<file path="src/cpuCorePkg.sv">
`default_nettype none

package cpuCorePkg;

	localparam int wordWidth = 16; // instructions, data and addresses
	localparam int regCount = 16;
	localparam int regAddrWidth = 4;

	// instruction buffer, depth doubles as the supplier's credit count
	localparam int bufferDepth = 2;
	localparam int bufferPtrWidth = 1;
	localparam int bufferCountWidth = 2;

	localparam logic [wordWidth-1:0] pcStep = 16'd2;

	// one-hot phase codes
	localparam logic [3:0] phaseFetch = 4'b0001;
	localparam logic [3:0] phaseDecode = 4'b0010;
	localparam logic [3:0] phaseExecute = 4'b0100;
	localparam logic [3:0] phaseCommit = 4'b1000;

endpackage

`default_nettype wire

</file>
<file path="src/cpuIsaPkg.sv">
`default_nettype none

package cpuIsaPkg;

	// ############################################################
	// instruction field layout
	// ############################################################
	localparam int groupLsb = 14;
	localparam int groupWidth = 2;
	localparam int condLsb = 12;
	localparam int condWidth = 2;
	localparam int modeLsb = 10;
	localparam int modeWidth = 2;
	localparam int flagLsb = 8;
	localparam int flagWidth = 2;
	localparam int argALsb = 4;
	localparam int argBLsb = 0;
	localparam int argWidth = 4;
	localparam int immLsb = 0;
	localparam int immWidth = 8;

	// ############################################################
	// encodings
	// ############################################################
	localparam logic [groupWidth-1:0] groupJump = 2'b10;

	localparam logic [condWidth-1:0] condAlways = 2'b00;
	localparam logic [condWidth-1:0] condIfSet = 2'b01;
	localparam logic [condWidth-1:0] condIfClear = 2'b10;
	localparam logic [condWidth-1:0] condNever = 2'b11;

	localparam logic [modeWidth-1:0] modeRelReg = 2'b00;
	localparam logic [modeWidth-1:0] modeRelImm = 2'b01; // imm8 over low byte of RB
	localparam logic [modeWidth-1:0] modeAbsReg = 2'b10;
	localparam logic [modeWidth-1:0] modeAbsImm = 2'b11;

	localparam logic [flagWidth-1:0] flagZero = 2'b00;
	localparam logic [flagWidth-1:0] flagCarry = 2'b01;
	localparam logic [flagWidth-1:0] flagSign = 2'b10;
	localparam logic [flagWidth-1:0] flagParity = 2'b11;

	localparam logic [argWidth-1:0] regRB = 4'd11; // base register of immediate forms
	localparam logic [15:0] instrNop = 16'h0000;

endpackage

`default_nettype wire
</file>
<file path="src/jumpCore.sv">
`timescale 1ns/1ps
`default_nettype none

module jumpCore (
	input wire CLK,
	input wire reset,
	input wire instrPush,
	input wire [cpuCorePkg::wordWidth-1:0] instrData,
	output logic creditReturn,
	input wire regWrite,
	input wire [cpuCorePkg::regAddrWidth-1:0] regWriteAddr,
	input wire [cpuCorePkg::wordWidth-1:0] regWriteData,
	input wire ccZero,
	input wire ccCarry,
	input wire ccSign,
	input wire ccParity,
	output logic [cpuCorePkg::wordWidth-1:0] pcAddr,
	output logic commit,
	output logic jumpTaken
);

	logic bufferReady;
	logic [cpuCorePkg::wordWidth-1:0] headInstr;
	logic fetch, decode, execute, pop;
	logic isJump, isRelative, useImm;
	logic [cpuIsaPkg::condWidth-1:0] condMode;
	logic [cpuIsaPkg::flagWidth-1:0] flagSelect;
	logic [cpuCorePkg::regAddrWidth-1:0] regBAddr;
	logic [cpuIsaPkg::immWidth-1:0] imm8;
	logic [cpuCorePkg::wordWidth-1:0] operandB;

	instructionBuffer buffer (.CLK(CLK), .reset(reset), .push(instrPush),
		.pushData(instrData), .pop(pop), .ready(bufferReady),
		.headData(headInstr), .creditReturn(creditReturn));

	instructionPhaseSequencer sequencer (.CLK(CLK), .reset(reset),
		.bufferReady(bufferReady), .fetch(fetch), .decode(decode),
		.execute(execute), .commit(commit), .pop(pop));

	jumpGroupDecoder decoder (.CLK(CLK), .reset(reset), .pop(pop && fetch),
		.decode(decode), .headInstr(headInstr), .isJump(isJump),
		.isRelative(isRelative), .useImm(useImm), .condMode(condMode),
		.flagSelect(flagSelect), .regBAddr(regBAddr), .imm8(imm8));

	jumpOperandSelect operandSelect (.CLK(CLK), .reset(reset),
		.regWrite(regWrite), .regWriteAddr(regWriteAddr),
		.regWriteData(regWriteData), .execute(execute), .regBAddr(regBAddr),
		.useImm(useImm), .imm8(imm8), .operandB(operandB));

	programCounter counter (.CLK(CLK), .reset(reset), .pop(pop),
		.execute(execute), .commit(commit), .isJump(isJump),
		.isRelative(isRelative), .condMode(condMode), .flagSelect(flagSelect),
		.ccZero(ccZero), .ccCarry(ccCarry), .ccSign(ccSign),
		.ccParity(ccParity), .operandB(operandB), .pcAddr(pcAddr),
		.jumpTaken(jumpTaken));

endmodule

`default_nettype wire

</file>
<file path="src/programCounter.sv">
`timescale 1ns/1ps
`default_nettype none

module programCounter (
	input wire CLK,
	input wire reset,
	input wire pop,
	input wire execute,
	input wire commit,
	input wire isJump,
	input wire isRelative,
	input wire [cpuIsaPkg::condWidth-1:0] condMode,
	input wire [cpuIsaPkg::flagWidth-1:0] flagSelect,
	input wire ccZero,
	input wire ccCarry,
	input wire ccSign,
	input wire ccParity,
	input wire [cpuCorePkg::wordWidth-1:0] operandB,
	output logic [cpuCorePkg::wordWidth-1:0] pcAddr,
	output logic jumpTaken
);

	logic selectedFlag;
	logic takeNow;
	logic takenReg;
	logic [cpuCorePkg::wordWidth-1:0] jumpTarget;

	always_comb begin
		case (flagSelect)
			cpuIsaPkg::flagZero: selectedFlag = ccZero;
			cpuIsaPkg::flagCarry: selectedFlag = ccCarry;
			cpuIsaPkg::flagSign: selectedFlag = ccSign;
			default: selectedFlag = ccParity;
		endcase
	end

	always_comb begin
		case (condMode)
			cpuIsaPkg::condAlways: takeNow = isJump;
			cpuIsaPkg::condIfSet: takeNow = isJump && selectedFlag;
			cpuIsaPkg::condIfClear: takeNow = isJump && !selectedFlag;
			default: takeNow = 1'b0; // condNever
		endcase
	end

	assign jumpTarget = isRelative ? (pcAddr + operandB) : operandB; // pc already stepped

	always_ff @(posedge CLK) begin
		if (reset) begin
			pcAddr <= '0;
			takenReg <= 1'b0;
		end else begin
			if (execute) takenReg <= takeNow;
			if (pop) begin
				pcAddr <= pcAddr + cpuCorePkg::pcStep;
			end else if (commit && takenReg) begin
				pcAddr <= jumpTarget;
			end
		end
	end

	assign jumpTaken = commit && takenReg;

endmodule

`default_nettype wire

</file>
<file path="src/jumpOperandSelect.sv">
`timescale 1ns/1ps
`default_nettype none

module jumpOperandSelect (
	input wire CLK,
	input wire reset,
	input wire regWrite,
	input wire [cpuCorePkg::regAddrWidth-1:0] regWriteAddr,
	input wire [cpuCorePkg::wordWidth-1:0] regWriteData,
	input wire execute,
	input wire [cpuCorePkg::regAddrWidth-1:0] regBAddr,
	input wire useImm,
	input wire [cpuIsaPkg::immWidth-1:0] imm8,
	output logic [cpuCorePkg::wordWidth-1:0] operandB
);

	logic [cpuCorePkg::wordWidth-1:0] regFile [cpuCorePkg::regCount];
	logic [cpuCorePkg::wordWidth-1:0] regBValue;

	// ############################################################
	// register file, loaded from outside
	// ############################################################
	always_ff @(posedge CLK) begin
		if (reset) begin
			for (int i = 0; i < cpuCorePkg::regCount; i++) begin
				regFile[i] <= '0;
			end
		end else if (regWrite) begin
			regFile[regWriteAddr] <= regWriteData;
		end
	end

	assign regBValue = regFile[regBAddr];

	// immediate forms put imm8 over the low byte of RB
	always_ff @(posedge CLK) begin
		if (execute) begin
			if (useImm) begin
				operandB <= {imm8, regBValue[cpuIsaPkg::immWidth-1:0]};
			end else begin
				operandB <= regBValue;
			end
		end
	end

endmodule

`default_nettype wire

</file>
<file path="src/jumpGroupDecoder.sv">
`timescale 1ns/1ps
`default_nettype none

module jumpGroupDecoder (
	input wire CLK,
	input wire reset,
	input wire pop,
	input wire decode,
	input wire [cpuCorePkg::wordWidth-1:0] headInstr,
	output logic isJump,
	output logic isRelative,
	output logic useImm,
	output logic [cpuIsaPkg::condWidth-1:0] condMode,
	output logic [cpuIsaPkg::flagWidth-1:0] flagSelect,
	output logic [cpuCorePkg::regAddrWidth-1:0] regBAddr,
	output logic [cpuIsaPkg::immWidth-1:0] imm8
);

	logic [cpuCorePkg::wordWidth-1:0] instrLatch;
	logic [cpuIsaPkg::groupWidth-1:0] groupBits;
	logic [cpuIsaPkg::modeWidth-1:0] modeBits;
	logic modeIsImm;

	always_ff @(posedge CLK) begin
		if (pop) instrLatch <= headInstr; // head of buffer leaves on pop
	end

	assign groupBits = instrLatch[cpuIsaPkg::groupLsb +: cpuIsaPkg::groupWidth];
	assign modeBits = instrLatch[cpuIsaPkg::modeLsb +: cpuIsaPkg::modeWidth];
	assign modeIsImm = (modeBits == cpuIsaPkg::modeRelImm) ||
		(modeBits == cpuIsaPkg::modeAbsImm);

	// ############################################################
	// decode phase controls
	// ############################################################
	always_ff @(posedge CLK) begin
		if (reset) begin
			isJump <= 1'b0;
			isRelative <= 1'b0;
			useImm <= 1'b0;
			condMode <= cpuIsaPkg::condNever;
			flagSelect <= cpuIsaPkg::flagZero;
		end else if (decode) begin
			isJump <= (groupBits == cpuIsaPkg::groupJump); // other groups are nops
			isRelative <= (modeBits == cpuIsaPkg::modeRelReg) ||
				(modeBits == cpuIsaPkg::modeRelImm);
			useImm <= modeIsImm;
			condMode <= instrLatch[cpuIsaPkg::condLsb +: cpuIsaPkg::condWidth];
			flagSelect <= instrLatch[cpuIsaPkg::flagLsb +: cpuIsaPkg::flagWidth];
		end
	end

	always_ff @(posedge CLK) begin
		if (decode) begin
			regBAddr <= modeIsImm ? cpuIsaPkg::regRB
				: instrLatch[cpuIsaPkg::argBLsb +: cpuIsaPkg::argWidth];
			imm8 <= instrLatch[cpuIsaPkg::immLsb +: cpuIsaPkg::immWidth];
		end
	end

endmodule

`default_nettype wire

</file>
<file path="src/instructionPhaseSequencer.sv">
`timescale 1ns/1ps
`default_nettype none

module instructionPhaseSequencer (
	input wire CLK,
	input wire reset,
	input wire bufferReady,
	output logic fetch,
	output logic decode,
	output logic execute,
	output logic commit,
	output logic pop
);

	logic [3:0] phaseState;
	logic [3:0] phaseNext;

	// fetch waits for a buffered word, the other phases take one cycle
	always_comb begin
		case (phaseState)
			cpuCorePkg::phaseFetch:
				phaseNext = bufferReady ? cpuCorePkg::phaseDecode : cpuCorePkg::phaseFetch;
			cpuCorePkg::phaseDecode: phaseNext = cpuCorePkg::phaseExecute;
			cpuCorePkg::phaseExecute: phaseNext = cpuCorePkg::phaseCommit;
			cpuCorePkg::phaseCommit: phaseNext = cpuCorePkg::phaseFetch;
			default: phaseNext = cpuCorePkg::phaseFetch; // recover from bad state
		endcase
	end

	always_ff @(posedge CLK) begin
		if (reset) begin
			phaseState <= cpuCorePkg::phaseFetch;
		end else begin
			phaseState <= phaseNext;
		end
	end

	assign fetch = (phaseState == cpuCorePkg::phaseFetch);
	assign decode = (phaseState == cpuCorePkg::phaseDecode);
	assign execute = (phaseState == cpuCorePkg::phaseExecute);
	assign commit = (phaseState == cpuCorePkg::phaseCommit);
	assign pop = fetch && bufferReady; // last cycle of fetch

	phaseOneHot: assert property (@(posedge CLK) disable iff (reset)
		$onehot(phaseState));

endmodule

`default_nettype wire

</file>
<file path="src/instructionBuffer.sv">
`timescale 1ns/1ps
`default_nettype none

module instructionBuffer (
	input wire CLK,
	input wire reset,
	input wire push,
	input wire [cpuCorePkg::wordWidth-1:0] pushData,
	input wire pop,
	output logic ready,
	output logic [cpuCorePkg::wordWidth-1:0] headData,
	output logic creditReturn
);

	logic [cpuCorePkg::wordWidth-1:0] entries [cpuCorePkg::bufferDepth];
	logic [cpuCorePkg::bufferPtrWidth-1:0] wrPtr;
	logic [cpuCorePkg::bufferPtrWidth-1:0] rdPtr;
	logic [cpuCorePkg::bufferCountWidth-1:0] count;

	always_ff @(posedge CLK) begin
		if (reset) begin
			wrPtr <= '0;
			rdPtr <= '0;
			count <= '0;
			creditReturn <= 1'b0;
		end else begin
			if (push) wrPtr <= wrPtr + 1'b1; // wraps at depth
			if (pop) rdPtr <= rdPtr + 1'b1;
			case ({push, pop})
				2'b10: count <= count + 1'b1;
				2'b01: count <= count - 1'b1;
				default: count <= count;
			endcase
			creditReturn <= pop; // one credit back per popped word
		end
	end

	always_ff @(posedge CLK) begin
		if (push) entries[wrPtr] <= pushData;
	end

	assign ready = (count != '0);
	assign headData = entries[rdPtr];

	// supplier must respect its credits
	noOverflow: assert property (@(posedge CLK) disable iff (reset)
		push |-> (count < cpuCorePkg::bufferDepth));
	noUnderflow: assert property (@(posedge CLK) disable iff (reset)
		pop |-> (count != '0));

endmodule

`default_nettype wire

</file>
<file path="config.mk">
export PLATFORM = sky130hd
export DESIGN_NAME = jumpCore
export DESIGN_NICKNAME = d
export VERILOG_FILES = /design/src/cpuCorePkg.sv /design/src/cpuIsaPkg.sv /design/src/jumpCore.sv /design/src/programCounter.sv /design/src/jumpOperandSelect.sv /design/src/jumpGroupDecoder.sv /design/src/instructionPhaseSequencer.sv /design/src/instructionBuffer.sv
export SDC_FILE = /design/constraint.sdc
export NUM_CORES = 1
export LEC_CHECK = 0
export BUFFER_PORTS_ARGS = -buffer_cell sky130_fd_sc_hd__buf_2
export CORE_MARGIN = 2
export CORE_UTILIZATION = 38
export CTS_CLUSTER_DIAMETER = 60
export DETAILED_ROUTE_END_ITERATION = 12
export REMOVE_ABC_BUFFERS = 1
export SLEW_MARGIN = 10
export SYNTH_ARGS = -nofsm -noshare
export SYNTH_HDL_FRONTEND = slang
export SYNTH_SLANG_ARGS = --single-unit
</file>
<file path="constraint.sdc">
create_clock -name CLK -period 5.2 [get_ports CLK]
set_clock_uncertainty 0.2 [all_clocks]
set_input_delay 0.52 -clock CLK [delete_from_list [all_inputs] [get_ports CLK]]
set_output_delay 0.52 -clock CLK [all_outputs]
set_load 0.02 [all_outputs]
</file>
==> flow_summary_export.csv <==
group,metric,value,unit
outcome,status,"finished, final reports clean",
critical_path,cp_cell_sequence,"nor4b_2 -> nand2_1 -> clkinv_1 -> buf_2",
floorplanning,ioPinCount,63,
cells_and_area,syn2layout_area_growth,14.11,%
floorplanning,start_util,38.27,%
timing,tns,0,ns
synthesis,yosysUniqueCellTypes,63,
floorplanning,die_x,214.3,um
floorplanning,core_area,43930,um^2
placed_design,gp_congestion,0.8483,
cells_and_area,n_fill_cell,3896,
clocking,cts_tree,"done",
critical_path,cp_max_fo,17,
critical_path,critPathRequiredTime,4.48,ns
critical_path,ff2ff_setup_slack,2.14,ns
global_route,antenna_found_initial,2,
critical_path,crit_cells,4,
clocking,clk_pin_slew,0.06,ns
clocking,clk_path_buf_depth,3,
synthesis,synth_fa_ha_area_share,1.608,%
timing,setup_viol,0,
timing,fmax,296.4,MHz
pwr,p_per_area,383.8,nW/um^2
synthesis,synth_edf_count,332,
run,drv_cap,0,
timing,hold_viol,0,
timing,rsz0062_at_grt,"no",
critical_path,cp-startpoint,"sequencer.phaseState[3]",
synthesis,async_reset_ff_share,0,%
synthesis,synthXorXnorAreaFrac,1.094,%
timing,maxSlewViolCount,0,
critical_path,reg2reg_to,"operandSelect.operandB[10]",
floorplanning,core.rowCount,77,
clocking,h-tree-depth,2,
synthesis,synth_top_family_by_area,"multiplexers",
critical_path,worstSetupEndpointType,"output port",
cells_and_area,drive_gt1_share,20.85,%
global_route,grt_max_degree,51,
global_route,grt_use_total,17.48,%
critical_path,path_buf_inv,2,
synthesis,ys_seq_area_share,63.59,%
critical_path,r2r_cells,4,
cells_and_area,multi_input_area,5738,um^2
clocking,cts_setup_buffers,0,
cells_and_area,final_area,19180,um^2
critical_path,slowest_stage,"clkinv_1",
timing,tightest_slew,1.071,ns
detailed_routing,vias,9479,
floorplanning,die_y,214.3,um
detailed_routing,drt-pass1-iter-count,5,
floorplanning,die_area,45940,um^2
synthesis,synth_compound_area_share,4.279,%
placed_design,dp_hpwl,25480,um
clocking,cts_buffers,41,
clocking,clock-sinks,368,
critical_path,worst_path_largest_cell_delay,0.72,ns
synthesis,ys_dominant_reg_cell,"edfxtp_1",
synthesis,yosys.cell_count.top_type,"edfxtp_1",
cells_and_area,layout.nets,1259,
placed_design,place_area,17800,um^2
synthesis,yosys.area_share.simple,13.53,%
synthesis,synth_top_area_cell,"edfxtp_1",
synthesis,synth_common_cells,"332 x edfxtp_1, 259 x and2_1, 60 x mux4_2",
detailed_routing,drtAntennaViolNets,0,
synthesis,synth_area_leaders,"edfxtp_1 59%, and2_1 9.6%, mux4_2 8.0%",
pwr,power_leakage,6.826,nW
critical_path,crit_path_end,"jumpTaken",
clocking,postCtsResizedCells,0,
synthesis,ys_ff_latch,368,
synthesis,synth_cells,1107,
synthesis,syn_area,16810,um^2
clocking,clkLatencyLatePin,0.56,ns
clocking,clockRootBuffer,"clkbuf_16",
synthesis,avgSynthCellArea,15.19,um^2
detailed_routing,drtIter0Drc,761,
synthesis,synthMuxAreaShare,13.62,%
clocking,cts_hold_buf,16,
detailed_routing,drcViolationCount,0,
timing,period_share,64.89,%
critical_path,setup.worst_path.class,"reg2out",
detailed_routing,finalWirelength,39650,um
cells_and_area,register_area,10700,um^2
pwr,ir_drop,207.4,uV
synthesis,ys_warn_count,0,
synthesis,synth_top_area_share,59.30,%
critical_path,cp-start-kind,"register",
critical_path,crit_family,"buffers and inverters",
timing,final.min_clock_period,3.374,ns
global_route,grt_pass1_wl,60750,um
critical_path,arrival,2.65,ns
global_route,first_global_vias,9584,
global_route,grt.overflow.total,0,
timing,slew_headroom,28.51,%
min_path,hp-class,"in2reg",
detailed_routing,post_drt_via_cell_ratio,5.220,
detailed_routing,wire_per_inst,21.83,um
placed_design,port_buffers,62,
## power by group
group          internal [mW]  switching [mW]  leakage [nW]
sequential              3.52           0.166          3.44
clock                   1.52            1.16         0.600
combinational          0.444           0.551          2.79
## stage by stage
step	cells	power, mW	hold slack [ns]	util (%)	worst slack, ns
after floorplan	1037	4.374	0.2003	-	0.8696
after global routing	1815	7.648	0.04608	43.66	1.700
final	1816	7.363	0.04913	43.67	1.826
after detailed placement	1727	4.739	0.2057	40.51	2.097
after CTS	1815	7.427	0.03280	43.66	1.850
after global placement	1727	4.720	0.2137	40.51	2.096
## worst min path at each step
| stage | end | cells after the start | startpoint |
|---|---|---|---|
| after floorplan | decoder.imm8[4] | 0 | decoder.instrLatch[4] |
| after global placement | decoder.imm8[5] | 0 | decoder.instrLatch[5] |
| after detailed placement | decoder.imm8[5] | 0 | decoder.instrLatch[5] |
| after CTS | buffer.wrPtr | 3 | instrPush |
| after global routing | buffer.wrPtr | 3 | instrPush |
| final | buffer.wrPtr | 3 | instrPush |
## flip-flops by register name (all words and copies together) (netlist names), named ones only
name and count:
buffer.count 2, buffer.entries 32, buffer.rdPtr 1, buffer.wrPtr 1, counter.pcAddr 16, counter.takenReg 1, decoder.condMode 2, decoder.flagSelect 2
decoder.imm8 8, decoder.instrLatch 16, decoder.isJump 1, decoder.isRelative 1, decoder.regBAddr 4, decoder.useImm 1, operandSelect.operandB 16, operandSelect.regFile 256
sequencer.phaseState 4
## routing by layer
metal / global-route usage (%) / share of wire, %
met1: 24.37 / 44
met2: 28.12 / 48
met3: 3.305 / 5.6
met4: 4.884 / 2.4
met5: 0 / 0.030
## worst min-delay path, cell delays in order
cell,delay (ns)
buf_2,0.12
xnor2_1,0.06
nor2_1,0.07
## layout by cell type (no fill, tap or decap), types with 10 or more instances in the layout
master and count:
clkbuf_1 10, nor3_1 13, ha_1 20, mux4_1 21, o21ai_0 12, xnor2_1 14, clkbuf_16 41, edfxtp_1 332
buf_4 36, nand2_1 28, nor2_1 41, and2_1 259, mux2_2 29, dlygate4sd3_1 16, buf_2 62, o21ai_1 13
dfxtp_1 34, mux4_2 60, nand3_1 10, a21oi_1 29
## cell families (layout without fill, tap and decap cells)
logic type,after synthesis,in the layout
buffers and inverters,81,197
other,0,1
multiplexers,116,116
AND/OR/NAND/NOR,390,390
XOR/XNOR,21,21
AO/OA/AOI/OAI,110,110
adder cells (fa/ha/maj),21,21
flip-flops,368,368
## layout make-up
cell class	instances	share of cell area (%)
Clock inverter	20	0.7761
Sequential cell	368	55.75
Antenna cell	1	0.01304
Timing Repair Buffer	114	3.861
Inverter	11	0.2152
Tap cell	592	3.861
Clock buffer	52	5.615
Multi-Input combinational cell	658	29.91
No activity file was read; power rests on OpenSTA's default activity.
